[config.mk]
export PLATFORM = sky130hd
export DESIGN_NAME = sdp_ram
export DESIGN_NICKNAME = d
export VERILOG_FILES = /design/src/sdp_ram.sv
export SDC_FILE = /design/constraint.sdc
export NUM_CORES = 2
export LEC_CHECK = 0
export BUFFER_PORTS_ARGS = -buffer_cell sky130_fd_sc_hd__buf_2
export CAP_MARGIN = 20
export CORE_MARGIN = 4
export CORE_UTILIZATION = 50
export DETAILED_ROUTE_END_ITERATION = 6
export PLACE_DENSITY = 0.73
export SYNTH_ARGS = -nofsm -noshare
export SYNTH_HDL_FRONTEND = slang
export SYNTH_SLANG_ARGS = --single-unit
[constraint.sdc]
create_clock -name clk -period 2.49 [get_ports clk]
set_input_delay 0.498 -clock clk [delete_from_list [all_inputs] [get_ports clk]]
set_output_delay 0.498 -clock clk [all_outputs]
set_load 0.1 [all_outputs]
[src/sdp_ram.sv]
`timescale 1ns/1ps
`default_nettype none

// simple dual port ram, one write port and one registered read port
// same payload type for grey and sum stores
module sdp_ram #(
	parameter type payload_t = logic [7:0],
	parameter int DEPTH = 256
) (
	input wire clk,
	input wire we,
	input wire [$clog2(DEPTH)-1:0] wr_addr,
	input wire payload_t wr_data,
	input wire [$clog2(DEPTH)-1:0] rd_addr,
	output payload_t rd_data
);

	// storage, no reset
	payload_t mem [DEPTH];

	always_ff @(posedge clk) begin
		if (we) begin
			mem[wr_addr] <= wr_data;
		end
		// read before write, same address gives the old word
		rd_data <= mem[rd_addr];
	end

endmodule

`default_nettype wire

Word-level counts from Yosys, hierarchy flattened
Memories as Yosys holds them, arrays and structs flattened. A register that Yosys moved wholly into a read port is not among the register bits.
Cells that the tools add are included.
- word-level logic and storage cells: 3
- input bits: 26
- memory bits (writable): 2048
- output and inout bits: 8
- memories kept: 1
- flip-flop bits (word level): 0
- memories (memory ; depth ; bits a word ; read ports ; clocked after Yosys merged registers in ; wr ports ; line ; text):
    mem ; 256 ; 8 ; 1 ; 1 ; 1 ; 19 ; payload_t mem [DEPTH];
- muxes and demuxes: 2
- operators with widths (kind ; count):
    1-bit 2-to-1 mux ; 2

Depth between registers and ports, before layout
- depth after elaboration: 2
- gate-level depth with buffers: 11
- mapped depth without buffers: 6

Least setup slack after synthesis
Ideal clock, no wire load.
- path type: in2reg
- start point: in rd_addr[0]
- end point: reg rd_data[2] (netlist name), read port of mem
- data required time: 2.359 ns
- stages on the path: 9
- setup slack: 0.054 ns
- arrival: 2.305 ns
- library setup time: 0.131 ns
- path buffers: 4
- path through: buf_6 buf_12 buf_8 buf_2 mux4_2 a22oi_1 a21oi_1 nor4_1 nor4_2
- RTL lines (what ; line ; text):
    start: declaration ; 14 ; input wire [$clog2(DEPTH)-1:0] rd_addr,
    end: declaration ; 15 ; output payload_t rd_data

==> impl_metrics.json <==
{
  "n_fill_cell": 10800,
  "grt_remaining_overflow": 0,
  "dieHeight_um": 407,
  "relSlewSlack_pct": 43.5,
  "finalSetupViolations": 0,
  "fin_crit_sh_pct": 99.7,
  "layout-drive-gt1-share_pct": 32.8,
  "vias_per_cell": 6.27,
  "path_class": "input port to register",
  "ys_types": 55,
  "cts_inserted_buffers": 193,
  "antenna_found_initial": 8,
  "dieArea_mm2": 0.166,
  "fp-row-count": 146,
  "ctsLongestPathBuffers": 3,
  "die_w_um": 407,
  "rr_worst_depth": 6,
  "synth_nets": 3759,
  "hold_violations": 0,
  "yosys_warnings": 0,
  "layout.nets": 4452,
  "hold_buffers": 0,
  "synth_area_leader_cell": "edfxtp_1",
  "r2r-end": "rd_data[6]",
  "synthCells": 3733,
  "path_clk_slew_ps": 60,
  "min_to": "mem[229][0]",
  "top_level_ports": 34,
  "final.min_clock_period_ps": 2480,
  "dr.pass1.iters": 6,
  "whs_path_depth": 1,
  "post-synth-top-count-cell": "edfxtp_1",
  "start_util_pct": 50.3,
  "grt_pass1_vias": 42400,
  "slew_violations": 0,
  "min_from": "wr_data[0]",
  "cap_viol_max_count": 0,
  "detail-route-antenna-nets": 0,
  "syn_area_per_cell_um2": 21.3,
  "worst_ep_required_time_ps": 3200,
  "cts_tree": "yes",
  "coreArea_mm2": 0.158,
  "io_buffers": 33,
  "yosys-top-cells-area": "edfxtp_1 77%, mux4_2 13%, mux2i_1 1.7%",
  "drc": 0,
  "status": "finished, final reports clean",
  "clkSinkCount": 2056,
  "cts-htree-levels": 4,
  "yosysSeqAreaShare_pct": 77.5,
  "peakVddDrop_mv": 0.787,
  "hp-class": "input port to register",
  "finalPower_uw": 72500,
  "wirelength_um": 198000,
  "syn_to_final_growth_pct": 18.2,
  "syn_area_mm2": 0.0796,
  "rsz0062_at_grt": "no",
  "cp-end-kind": "register",
  "worstMarginPinSlew_ps": 847,
  "skew_ps": 39.1,
  "hpwl_um": 126000,
  "crit_path_start_kind": "input port",
  "grt_max_degree": 106,
  "crit_fanout": 27,
  "p_leak_uw": 0.0306,
  "synth_ff_type": "edfxtp_1",
  "clkLatencyLatePin_ps": 830,
  "worstPathArrival_ps": 3190,
  "grt_pass1_wl_um": 292000,
  "synthTopCellsByCount": "2,048 x edfxtp_1, 454 x mux4_2, 282 x nor2_1",
  "gp_congestion": 0.890,
  "synth_seq_cells": 2056,
  "ff2ff_setup_slack_ps": 60,
  "r2r-start": "mem[211][6]",
  "synth_edf_count": 2048,
  "dr.first_iter.drc_count": 6113,
  "power_density_mw_per_mm2": 771,
  "pre_cts_ws_ps": -1080,
  "synth_top_area_share_pct": 77.3,
  "setup_slack_ps": 8.38,
  "grt_use_total_pct": 24.3,
  "cts_setup_buffers": 0,
  "wl_per_cell_um": 29.7,
  "synth-async-reset-ratio_pct": 0,
  "num_vias": 41800,
  "fmax_ghz": 0.403,
  "cts-root-buf": "clkbuf_16"
}
layer usage:
layer	GRT usage (%)	wire (µm)	share of wire, %	up-vias
met5	0	35	0.018	-
met4	9.39	8300	4.2	4
met3	5.56	21400	11	427
met2	37.8	94500	48	2632
met1	34.0	73900	37	21600
li1	-	-	-	17100
how the worst max path moves through the flow:
stage / startpoint / end
after global routing: rd_addr[0] / rd_data[6]
final: rd_addr[0] / rd_data[6]
after floorplan: rd_addr[0] / rd_data[2]
after CTS: rd_addr[0] / rd_data[1]
after global placement: rd_addr[0] / rd_data[2]
after detailed placement: rd_addr[0] / rd_data[2]
placed cells by master, fill, tap and decap left out, drive strengths merged, types with 6 or more instances in the layout:
master    count
a211oi       16
a21oi        96
a221oi       14
a22o          8
a22oi       133
and2          6
buf         725
bufinv       26
clkbuf      240
clkinv       82
clkinvlp     12
dfxtp         8
edfxtp     2048
inv          10
mux2i       134
mux4        456
nand2        33
nand2b        8
nand3        34
nand4        10
nor2        282
nor2b        31
nor3         22
nor4         27
o211ai       10
o21ai        12
o221ai       47
o22ai        28
what timing repair did:
item                       in CTS  in global routing
setup endpoints to repair       5                  6
pin swaps                       0                  0
gates resized for setup         6                  8
flip-flops by register name, summed over array words and instances (netlist names):
name / count
mem: 2048
rd_data: 8
layout make-up:
class	instances	area, µm²	area share [%]
timing repair buffer	731	6660	7.09
tap	2072	2590	2.76
clock buffer	234	5040	5.36
antenna	3	7.51	0.00799
clock inverter	128	1470	1.56
inverter	2	7.51	0.00799
sequential	2056	61700	65.6
multi-input combinational	1442	16600	17.6
power breakdown:
part           internal, µW  switching, µW  total (µW)
clock                 17200          12900       30100
combinational          1630           2560        4190
sequential            38100           81.5       38200
critical path, cell delays in order:
cell and delay, ps:
buf_8 140, buf_12 190, buf_12 260, buf_4 170
mux4_2 480, a22oi_1 320, a21oi_1 220, nor4_1 550
buf_4 250, nor4_2 60
per-stage QoR:
stage / setup TNS [ps] / std cells / utilization, % / area (µm²) / hold slack (ps)
2_1_floorplan: 0 / 3733 / - / 79600 / 597
3_3_place_gp: -6940 / 6303 / 55.3 / 87400 / 928
3_5_place_dp: -6940 / 6303 / 55.3 / 87400 / 909
4_1_cts: 0 / 6665 / 59.4 / 94000 / 98.5
5_1_grt: 0 / 6665 / 59.4 / 94000 / 88.0
6_report: 0 / 6668 / 59.4 / 94000 / 92.5
cell families after synthesis:
group           after synthesis  synth area share (%)
mux                         591                  14.6
simple gates                466                  2.63
buf+inv                     235                  1.83
compound gates              385                  3.42
flops                      2056                  77.5
(Power assumes the default switching activity.)
