===== config.mk =====
export PLATFORM = sky130hd
export DESIGN_NAME = frame_capture
export DESIGN_NICKNAME = d
export VERILOG_FILES = /design/src/integral_pkg.sv /design/src/frame_capture.sv
export SDC_FILE = /design/constraint.sdc
export NUM_CORES = 1
export LEC_CHECK = 0
export BUFFER_PORTS_ARGS = -buffer_cell sky130_fd_sc_hd__buf_2
export CAP_MARGIN = 20
export CELL_PAD_IN_SITES_DETAIL_PLACEMENT = 1
export CELL_PAD_IN_SITES_GLOBAL_PLACEMENT = 1
export CORE_MARGIN = 2
export CORE_UTILIZATION = 40
export DETAILED_ROUTE_END_ITERATION = 7
export PLACE_DENSITY = 0.8
export REMOVE_ABC_BUFFERS = 1
export SYNTH_ARGS = -nofsm -noshare
export SYNTH_HDL_FRONTEND = slang
export SYNTH_SLANG_ARGS = --single-unit

===== constraint.sdc =====
create_clock -name clk -period 2.2 [get_ports clk]
set_input_delay 0.11 -clock clk [delete_from_list [all_inputs] [get_ports clk]]
set_output_delay 0.11 -clock clk [all_outputs]
set_load 0.01 [all_outputs]

===== src/integral_pkg.sv =====
`default_nettype none

package integral_pkg;

	////////////////////////////////////////
	// pixel and sample types
	////////////////////////////////////////

	// rgb 3-3-2 as delivered by the video source
	typedef struct packed {
		logic [2:0] red;
		logic [2:0] green;
		logic [1:0] blue;
	} rgb_t;

	// grey after field sum, max 7 + 7 + 3 fits easily
	typedef logic [7:0] grey_t;

	// one integral entry
	// 320 * 240 * 255 needs 25 bits
	typedef logic [24:0] sum_t;

	////////////////////////////////////////
	// default frame size
	////////////////////////////////////////

	parameter int DEF_IMG_W = 320;
	parameter int DEF_IMG_H = 240;

endpackage

`default_nettype wire


===== src/frame_capture.sv =====
`timescale 1ns/1ps
`default_nettype none

module frame_capture #(
	parameter int IMG_W = integral_pkg::DEF_IMG_W,
	parameter int IMG_H = integral_pkg::DEF_IMG_H,
	localparam int X_W = $clog2(IMG_W),
	localparam int Y_W = $clog2(IMG_H),
	localparam int A_W = $clog2(IMG_W * IMG_H)
) (
	input wire clk,
	input wire reset,
	input wire arm,
	input wire pix_valid,
	input wire integral_pkg::rgb_t pix_rgb,
	input wire pix_sof,
	output logic busy,
	output logic cap_valid,
	output integral_pkg::grey_t cap_grey,
	output logic [X_W-1:0] cap_x,
	output logic [Y_W-1:0] cap_y,
	output logic cap_last,
	output logic src_we,
	output logic [A_W-1:0] src_addr,
	output integral_pkg::grey_t src_data
);

	typedef enum logic [1:0] {
		S_IDLE,
		S_ARMED,
		S_CAPTURE
	} state_t;

	state_t state;

	// raster position of the next accepted pixel
	logic [X_W-1:0] x_cnt;
	logic [Y_W-1:0] y_cnt;
	logic [A_W-1:0] addr_cnt;

	logic accept;
	logic last_pix;
	logic end_of_row;
	integral_pkg::grey_t grey;

	////////////////////////////////////////
	// accept and grey conversion
	////////////////////////////////////////

	// armed waits for sof, then every strobe counts
	assign accept = pix_valid && ((state == S_ARMED && pix_sof) || state == S_CAPTURE);

	assign end_of_row = (x_cnt == X_W'(IMG_W - 1));
	assign last_pix = end_of_row && (y_cnt == Y_W'(IMG_H - 1));

	// plain unsigned field sum
	assign grey = integral_pkg::grey_t'(pix_rgb.red) +
		integral_pkg::grey_t'(pix_rgb.green) +
		integral_pkg::grey_t'(pix_rgb.blue);

	assign busy = (state != S_IDLE);

	////////////////////////////////////////
	// fsm and raster counters
	////////////////////////////////////////

	always_ff @(posedge clk) begin
		if (reset) begin
			state <= S_IDLE;
			x_cnt <= '0;
			y_cnt <= '0;
			addr_cnt <= '0;
			cap_valid <= 1'b0;
			src_we <= 1'b0;
		end else begin
			cap_valid <= accept;
			src_we <= accept;

			case (state)
				S_IDLE: begin
					// new frame starts at origin
					if (arm) begin
						state <= S_ARMED;
						x_cnt <= '0;
						y_cnt <= '0;
						addr_cnt <= '0;
					end
				end
				default: begin
					// arm ignored while busy
					if (accept) begin
						state <= last_pix ? S_IDLE : S_CAPTURE;
					end
				end
			endcase

			if (accept) begin
				addr_cnt <= addr_cnt + 1'b1;
				if (end_of_row) begin
					x_cnt <= '0;
					y_cnt <= y_cnt + 1'b1;
				end else begin
					x_cnt <= x_cnt + 1'b1;
				end
			end
		end
	end

	// payload, qualified by cap_valid and src_we
	always_ff @(posedge clk) begin
		if (accept) begin
			cap_grey <= grey;
			cap_x <= x_cnt;
			cap_y <= y_cnt;
			cap_last <= last_pix;
			src_addr <= addr_cnt;
			src_data <= grey;
		end
	end

endmodule

`default_nettype wire


# == Yosys cells after proc, flatten, opt, wreduce, memory -nomap -nowiden ==
# Index checks and enable logic that the tools add are counted.
# totals
reg_bits,80
# op_classes
addsub,5
n_eq_ne,5
muxes,15
reduce_logical,10
# op_table
cell,n
$mux W17,3
$mux W9,4
$mux W8,4
$add A17 B1 Y17 const B,1
$add A9 B1 Y9 const B,1
$eq A9 B9 Y1 const B,1
$add A8 B1 Y8 const B,1
$eq A8 B8 Y1 const B,1
$mux W2,4
$reduce_bool A2 Y1,3
$add A4 B2 Y5,1
$add A3 B3 Y4,1
$reduce_and A2 Y1,2
$logic_and A1 B1 Y1,3
$eq A2 B1 Y1 const B,1
$eq A2 B2 Y1 const B,1
$logic_not A2 Y1,1
$ne A2 B2 Y1 const B,1
$logic_or A1 B1 Y1,1

# == Logic depth before layout (Yosys ltp) ==
# Gate-level depths: netlist of run 1.
# depth
depth_word,6
ltp_mapped,8
depth_no_buf,7

# == Worst setup path after synthesis of run 1 ==
# No wires, ideal clock.
# synth_path
path_kind,reg2reg
startpoint,register state[1]
endpoint,register addr_cnt[7]
setup_ns,0.095
arrival_ns,1.955
path_slack_ns,0.150
stages_incl_launch_ff,9
path_cell_list,dfxtp_1 -> buf_2 -> and4b_1 -> buf_2 -> nor2_1 -> inv_2 -> buf_2 -> o2111ai_1 -> o311ai_1
# synth_between
elab_chain_len,6
elab_cells_between_ends,10
classes_between,2 x eq/ne; 1 x mux; 7 x reduce/logical
# synth_lines
item,line,rtl
"start, declared",frame_capture.sv:34,state_t state;
"start signal, assigned",frame_capture.sv:92,state <= last_pix ? S_IDLE : S_CAPTURE;
$eq A2 B1 Y1,frame_capture.sv:51,assign accept = pix_valid && ((state == S_ARMED && pix_sof) || state == S_CAPTURE);
$logic_and A1 B1 Y1,frame_capture.sv:51,
$logic_or A1 B1 Y1 *,frame_capture.sv:51,
$logic_and A1 B1 Y1 *,frame_capture.sv:51,
named net accept,frame_capture.sv:41,logic accept;
$reduce_bool A2 Y1 (no line),--,
$reduce_and A2 Y1 (no line),--,
"end signal, assigned",frame_capture.sv:98,addr_cnt <= addr_cnt + 1'b1;
"end, declared",frame_capture.sv:39,logic [A_W-1:0] addr_cnt;
# Mark *: on every way through the listed nets, which the timed path passes. The rest lies on a longest branch.
# A chain may end at the register's enable or synchronous reset.

# == Final worst setup path of run 1 ==
# layout_path
startpoint,register state[0]
endpoint,register y_cnt[7]
# layout_between
elab_chain_len,5
elab_cells_between_ends,9
classes_between,2 x eq/ne; 3 x mux; 4 x reduce/logical
# layout_lines
item,line,rtl
$eq A2 B1 Y1,frame_capture.sv:51,
$logic_and A1 B1 Y1,frame_capture.sv:51,
$logic_or A1 B1 Y1,frame_capture.sv:51,
$logic_and A1 B1 Y1,frame_capture.sv:51,
$mux W8 *,frame_capture.sv:97,if (accept) begin
"end signal, assigned",frame_capture.sv:101,y_cnt <= y_cnt + 1'b1;
"end, declared",frame_capture.sv:38,logic [Y_W-1:0] y_cnt;
# Mark *: on every way between the ends. The rest lies on a longest branch, timed or not.

==> run metrics, run 1 <==
Synth top area share about a third; Clock Skews 8.697 ps; hold_buf cts 0; fraction of layout cells with a size suffix above 1 25.07%; CTS Root Cell clkbuf_8; DRC Markers 0; fmax 491.2 MHz; Sequential cell area 1942 sq um; final setup fails 0; Synth Instances 312; Final GP Congestion 0.7925; GRT Resource Usage Total 18.21%; sequential area share after synthesis 56.31%; fin. max-slew vios 0; Cell variety after synth 55; Final TNS setup 0 ps; clock power share between 30% and 40%; Tcrit/Tclk final between 90 and 100%; crit path time final 2036 ps; final wirelength 8096 um; diodes inserted 0; Static Leak 1.543 nW; chip width between 90 and 100 um; flop and latch count out of synthesis 77; Data required, critical path 2450 ps; Clock Sink Count 77; row count 33; Nets 396; setup bufs post-CTS 0; actual slew at the worst max-slew pin 621.5 ps; Post-synth top cells edfxtp_1, dfxtp_1, nand3_1; hold_sp reset; slack of the critical path 164.3 ps; status finished clean; critical path startpoint category flop; GR Overflow Total 0; Yosys top cell by area edfxtp_1; core region area 8299 sq um; # port buffers 60; worst r2r src state[0]; Psw 0.7172 mW; Avg Vias per Cell around 5.5; first-pass GRT wire length 13,580 um; Max Cap Viol 0; die area 9380 sq um; HPWL Detailed 5777 um; sequential power share 54.8%; Layout area overhead 16.80%; most frequent cell after synthesis edfxtp_1; total CTS buffers 9; total number of yosys warnings 0; DRT Pass-1 Iters 4; Clock Latency Late Sink approximately 350 ps; initial antenna violation count 0; H-tree Lvls 3; Tightest Hold Check Type primary input to flop; Routed Antenna Nets 0; vias in the first global route 2,701; worst hold slack 109.6 ps; largest fanout on the critical path 11; final instance area 4028 sq um; logic gate share of total power under 10%; fillers 958; final hold violation count 0; Multi-input gate area 1319 sq um; RSZ-0062 raised after global routing false; dpl ws 179.8 ps; sw frac 24.68%; clock tree buffer depth 2; cell area power density 721.5 nW/um^2; Mapped Area between 3000 and 4000 sq um; worst path cell trace and4b_1 > o2111ai_4 > nor4_1 > mux2_1; P_int 2.189 mW; Max stage delay on crit path 490 ps; Setup crit end kind flop; Synth Area per Inst approximately 11 sq um; clk slew on worst S/H paths about 80 ps; total power draw 2.906 mW; routed len/inst 16.73 um; reg-to-reg setup timing slack 160 ps; CTS resizes 0; Slew HR 58.49%; Arr. time, crit path 2280 ps; DR iter-0 viols 152; share of flip-flops with an asynchronous set or reset 0%; Max rail drop VDD a little under 0.3 mV; slowest CP cell dfxtp_1; vias after detailed routing between 2,000 and 3,000; Synth area leaders edfxtp_1, dfxtp_1, nand3_1, a21oi_1, buf_4; CTS tree done; Worst Setup Path Type flop to flop; Endpoint, Worst Hold src_we; terminus of the critical flop-to-flop path y_cnt[7]; Worst Hold Depth 2; Initial Util about two fifths; number of synthesized flops with an enable pin 40; Die H slightly below 100 um; top-level I/O count 67; largest net degree at the start of global routing 37; Top FF cell, synth edfxtp_1; Post-DP Area between 3000 and 4000 sq um; worst-case reg-to-reg path depth 4
metal layers:
metal / vias up / global-route usage [%] / part of all wire (%) / wire (um)
li1: 1268 / - / - / -
met1: 1315 / 23.28 / 43 / 3505
met2: 76 / 29.27 / 49 / 3988
met3: 15 / 5.058 / 5.5 / 444
met4: 0 / 7.259 / 2.0 / 159
met5: - / 0 / 0 / 0
layout make-up:
class	instances	share of cell area (%)
Clock buffer	11	3.262
Clock inverter	5	1.305
Inverter	17	1.584
Multi-Input combinational cell	199	32.74
Sequential cell	77	48.21
Tap cell	105	3.262
Timing Repair Buffer	70	9.630
registers in the layout, indices dropped and copies added (netlist names):
| register | cells |
|---|---|
| cap_x | 9 |
| cap_last | 1 |
| x_cnt | 9 |
| src_we | 1 |
| src_data | 5 |
| addr_cnt | 17 |
| state | 2 |
| y_cnt | 8 |
| cap_y | 8 |
| src_addr | 17 |
power groups by stage:
stage / sequential (mW) / combinational, mW / clock [mW]
after detailed placement: 1.62 / 0.293 / 0
after global placement: 1.62 / 0.280 / 0
final: 1.59 / 0.286 / 1.03
after global routing: 1.60 / 0.320 / 1.13
after CTS: 1.59 / 0.293 / 1.06
after floorplan: 1.65 / 0.122 / 0
cell families (layout without fill, tap and decap cells):
group                    Yosys count  after routing  synth area share [%]
buffers and inverters             41            103                 5.987
AND/OR/NAND/NOR                  119            119                 19.38
other                              1              6                0.1087
multiplexers                       6              6                 1.814
adder cells (fa/ha/maj)            9              9                 3.919
flip-flops                        77             77                 56.31
AO/OA/AOI/OAI                     56             56                 11.72
XOR/XNOR                           3              3                0.7621
worst max path at each step:
| stage | from | endpoint | slack (ps) | cells after the start |
|---|---|---|---|---|
| 6_report | state[0] | y_cnt[7] | 160 | 4 |
| 3_3_place_gp | state[0] | y_cnt[7] | 290 | 4 |
| 4_1_cts | state[0] | y_cnt[7] | 160 | 4 |
| 5_1_grt | state[0] | addr_cnt[2] | 40 | 6 |
| 2_1_floorplan | state[0] | x_cnt[8] | 70 | 5 |
| 3_5_place_dp | state[0] | y_cnt[7] | 180 | 4 |
worst max-delay path, delay by kind of cell (launching register included):
kind	cells	cell delay, ps
simple gates	2	830
flops	1	490
mux	1	360
compound gates	1	250
metrics by stage:
step                cells  util [%]
floorplan             293         -
global placement      468     46.31
detailed placement    468     46.31
CTS                   484     48.53
global route          484     48.53
finish                484     48.53
layout by cell type, fill, tap and decap left out, types with 4 or more instances in the layout:
cell / instances
nand2_1: 22
nand2b_1: 4
nor2b_1: 6
o21ai_0: 4
and4_1: 4
mux2i_1: 4
buf_2: 60
buf_4: 9
or3_1: 5
a21oi_1: 18
clkbuf_8: 9
a31oi_1: 5
dfxtp_1: 37
and3_1: 8
nand4_1: 7
ha_1: 6
o211ai_1: 6
edfxtp_1: 40
conb_1: 6
or2_2: 6
inv_1: 15
nand3_1: 26
nor2_1: 10
Note: power is estimated with default switching activity, not from simulation.
==> run 2: changes to the inputs <==
--- a/config.mk
+++ b/config.mk
@@ -5,14 +5,15 @@
 export SDC_FILE = /design/constraint.sdc
 export NUM_CORES = 1
 export LEC_CHECK = 0
-export BUFFER_PORTS_ARGS = -buffer_cell sky130_fd_sc_hd__buf_2
 export CAP_MARGIN = 20
 export CELL_PAD_IN_SITES_DETAIL_PLACEMENT = 1
 export CELL_PAD_IN_SITES_GLOBAL_PLACEMENT = 1
 export CORE_MARGIN = 2
 export CORE_UTILIZATION = 40
+export CTS_BUF_LIST = sky130_fd_sc_hd__clkbuf_2
 export DETAILED_ROUTE_END_ITERATION = 7
-export PLACE_DENSITY = 0.8
+export DONT_BUFFER_PORTS = 1
+export PLACE_DENSITY = 0.71
 export REMOVE_ABC_BUFFERS = 1
 export SYNTH_ARGS = -nofsm -noshare
 export SYNTH_HDL_FRONTEND = slang
==> run metrics, run 2 (synthesis results as in run 1) <==
status finished clean (unchanged); Clock Sink Count 77 (unchanged); GRT Resource Usage Total 17.63% (was 18.21%); row count 33 (unchanged); Final GP Congestion 0.7720 (was 0.7925); M2 GR Usage 29.22% (was 29.27%); M3 GR Usage 4.046% (was 5.058%); largest net degree at the start of global routing 36 (was 37); fraction of layout cells with a size suffix above 1 11.48% (was 25.07%); fmax 475.8 MHz (was 491.2 MHz); diodes inserted 0 (unchanged); Worst Setup Path Type primary input to flop (was flop to flop); Clock Skews 25.52 ps (was 8.697 ps); most frequent cells in the layout edfxtp_1, dfxtp_1, nand3_1 (was buf_2, edfxtp_1, dfxtp_1); DR iter-0 viols 71 (was 152); # port buffers 0 (was 60); Layout area overhead 10.23% (was 16.80%); DRT Pass-1 Iters 7 (was 4); Data required, critical path 2530 ps (was 2450 ps); clk slew on worst S/H paths 220 ps (was 80 ps); chip width 96.85 um (unchanged); crit path time final 2102 ps (was 2036 ps); CTS tree done (unchanged); Tcrit/Tclk final 95.52% (was 92.53%); first-pass GRT wire length 13,160 um (was 13,580 um); Sequential cell area 1942 sq um (unchanged); Arr. time, crit path 2430 ps (was 2280 ps); most common cell after layout, fill and taps aside edfxtp_1 (was buf_2); H-tree Lvls 3 (unchanged); largest fanout on the critical path 2 (was 11); Static Leak 1.350 nW (was 1.543 nW); Die H 96.85 um (unchanged); Final TNS setup 0 ps (unchanged); Most Crowded Layer GR met2 (unchanged); GR Overflow Total 0 (unchanged); Avg Vias per Cell 5.700 (was 5.525); total CTS buffers 9 (unchanged); actual slew at the worst max-slew pin 674.4 ps (was 621.5 ps); CTS Root Cell clkbuf_2 (was clkbuf_8); clock tree buffer depth 2 (unchanged); final hold violation count 0 (unchanged); Routed Antenna Nets 0 (unchanged); core region area 8299 sq um (unchanged); Multi-input gate area 1321 sq um (was 1319 sq um); Max Cap Viol 0 (unchanged); Max rail drop VDD 0.2473 mV (was 0.2913 mV); Setup crit end kind flop (unchanged); fin. max-slew vios 0 (unchanged); worst hold slack 81.25 ps (was 109.6 ps); final setup fails 0 (unchanged); Tightest Hold Check Type primary input to flop (unchanged); Core Util, Final 45.80% (was 48.53%); met1 global-route usage 21.98% (was 23.28%); critical path startpoint category primary input (was flop); setup bufs post-CTS 0 (unchanged); vias in the first global route 2,555 (was 2,701); Slew HR 54.88% (was 58.49%); initial antenna violation count 0 (unchanged); Top Registers addr_cnt: 17 flops, src_addr: 17 flops (unchanged); HPWL Detailed 5405 um (was 5777 um); vias after detailed routing 2,485 (was 2,674); Nets 348 (was 396); final wirelength 7938 um (was 8096 um); Clock Latency Late Sink 530 ps (was 350 ps); DRC Markers 0 (unchanged); Initial Util 41.55% (unchanged); cell area power density 719.3 nW/um^2 (was 721.5 nW/um^2); die area 9380 sq um (unchanged); total power draw 2.734 mW (was 2.906 mW); top-level I/O count 67 (unchanged); RSZ-0062 raised after global routing false (unchanged); fillers 902 (was 958); routed len/inst 18.21 um (was 16.73 um)
==> run 2: cell types whose count changed in the layout (fill, tap and decap cells not counted), sizes merged <==
cell         delta
dlygate4sd3    +11
bufinv          +1
clkinv          -1
clkinvlp        +1
clkbuf          -1
buf            -59
==> run 2: worst max-delay path: stages <==
cell and delay [ps]:
dlygate4sd3_1 550, fa_1 490, dlygate4sd3_1 560, ha_1 170, inv_1 50, fa_1 380, xnor2_1 130
==> run 2: power breakdown <==
| group | total (mW) | leakage [nW] | switching [mW] | internal (mW) |
|---|---|---|---|---|
| clock | 0.886 | 0.0758 | 0.508 | 0.378 |
| combinational | 0.223 | 0.616 | 0.140 | 0.0826 |
| sequential | 1.63 | 0.659 | 0.0553 | 1.57 |
| total | 2.73 | 1.35 | 0.703 | 2.03 |
==> run 2: worst paths after layout <==
path | start | to | slack (ps) | depth (start not counted)
max | pix_rgb[6] | src_data[3] | 100 | 7
min | pix_rgb[4] | src_data[4] | 80 | 4
max reg2reg | x_cnt[0] | y_cnt[7] | 150 | 5
min reg2reg | addr_cnt[15] | addr_cnt[15] | 500 | 2
==> run 2: layout make-up <==
class,count,share of cell area [%]
repair buffers,22,5.398
clock inverters,6,2.304
flip-flops and latches,77,51.09
clock buffers,10,1.317
multi-input cells,199,34.76
inverters,17,1.679
well taps,105,3.456
==> run 2: repair_timing <==
item	CTS	global route
hold buffers	12	0
endpoints found under the hold margin	37	0
endpoints found under the setup margin	0	5
resized for setup	0	1
==> run 2: metal layers <==
metal  routed length, um  vias up  share of wire [%]
met5                   0        -                  0
met4                 164        0                2.1
met3                 257       13                3.2
met2                3991       45                 50
met1                3524     1258                 44
li1                    -     1169                  -
==> run 2: per-stage QoR <==
stage,cell area [sq um],setup slack [ps],cells
floorplan,3324,74.40,293
finish,3801,98.48,436
CTS,3799,122.7,436
detailed placement,3531,180.1,408
global route,3801,20.79,436
global placement,3531,279.9,408
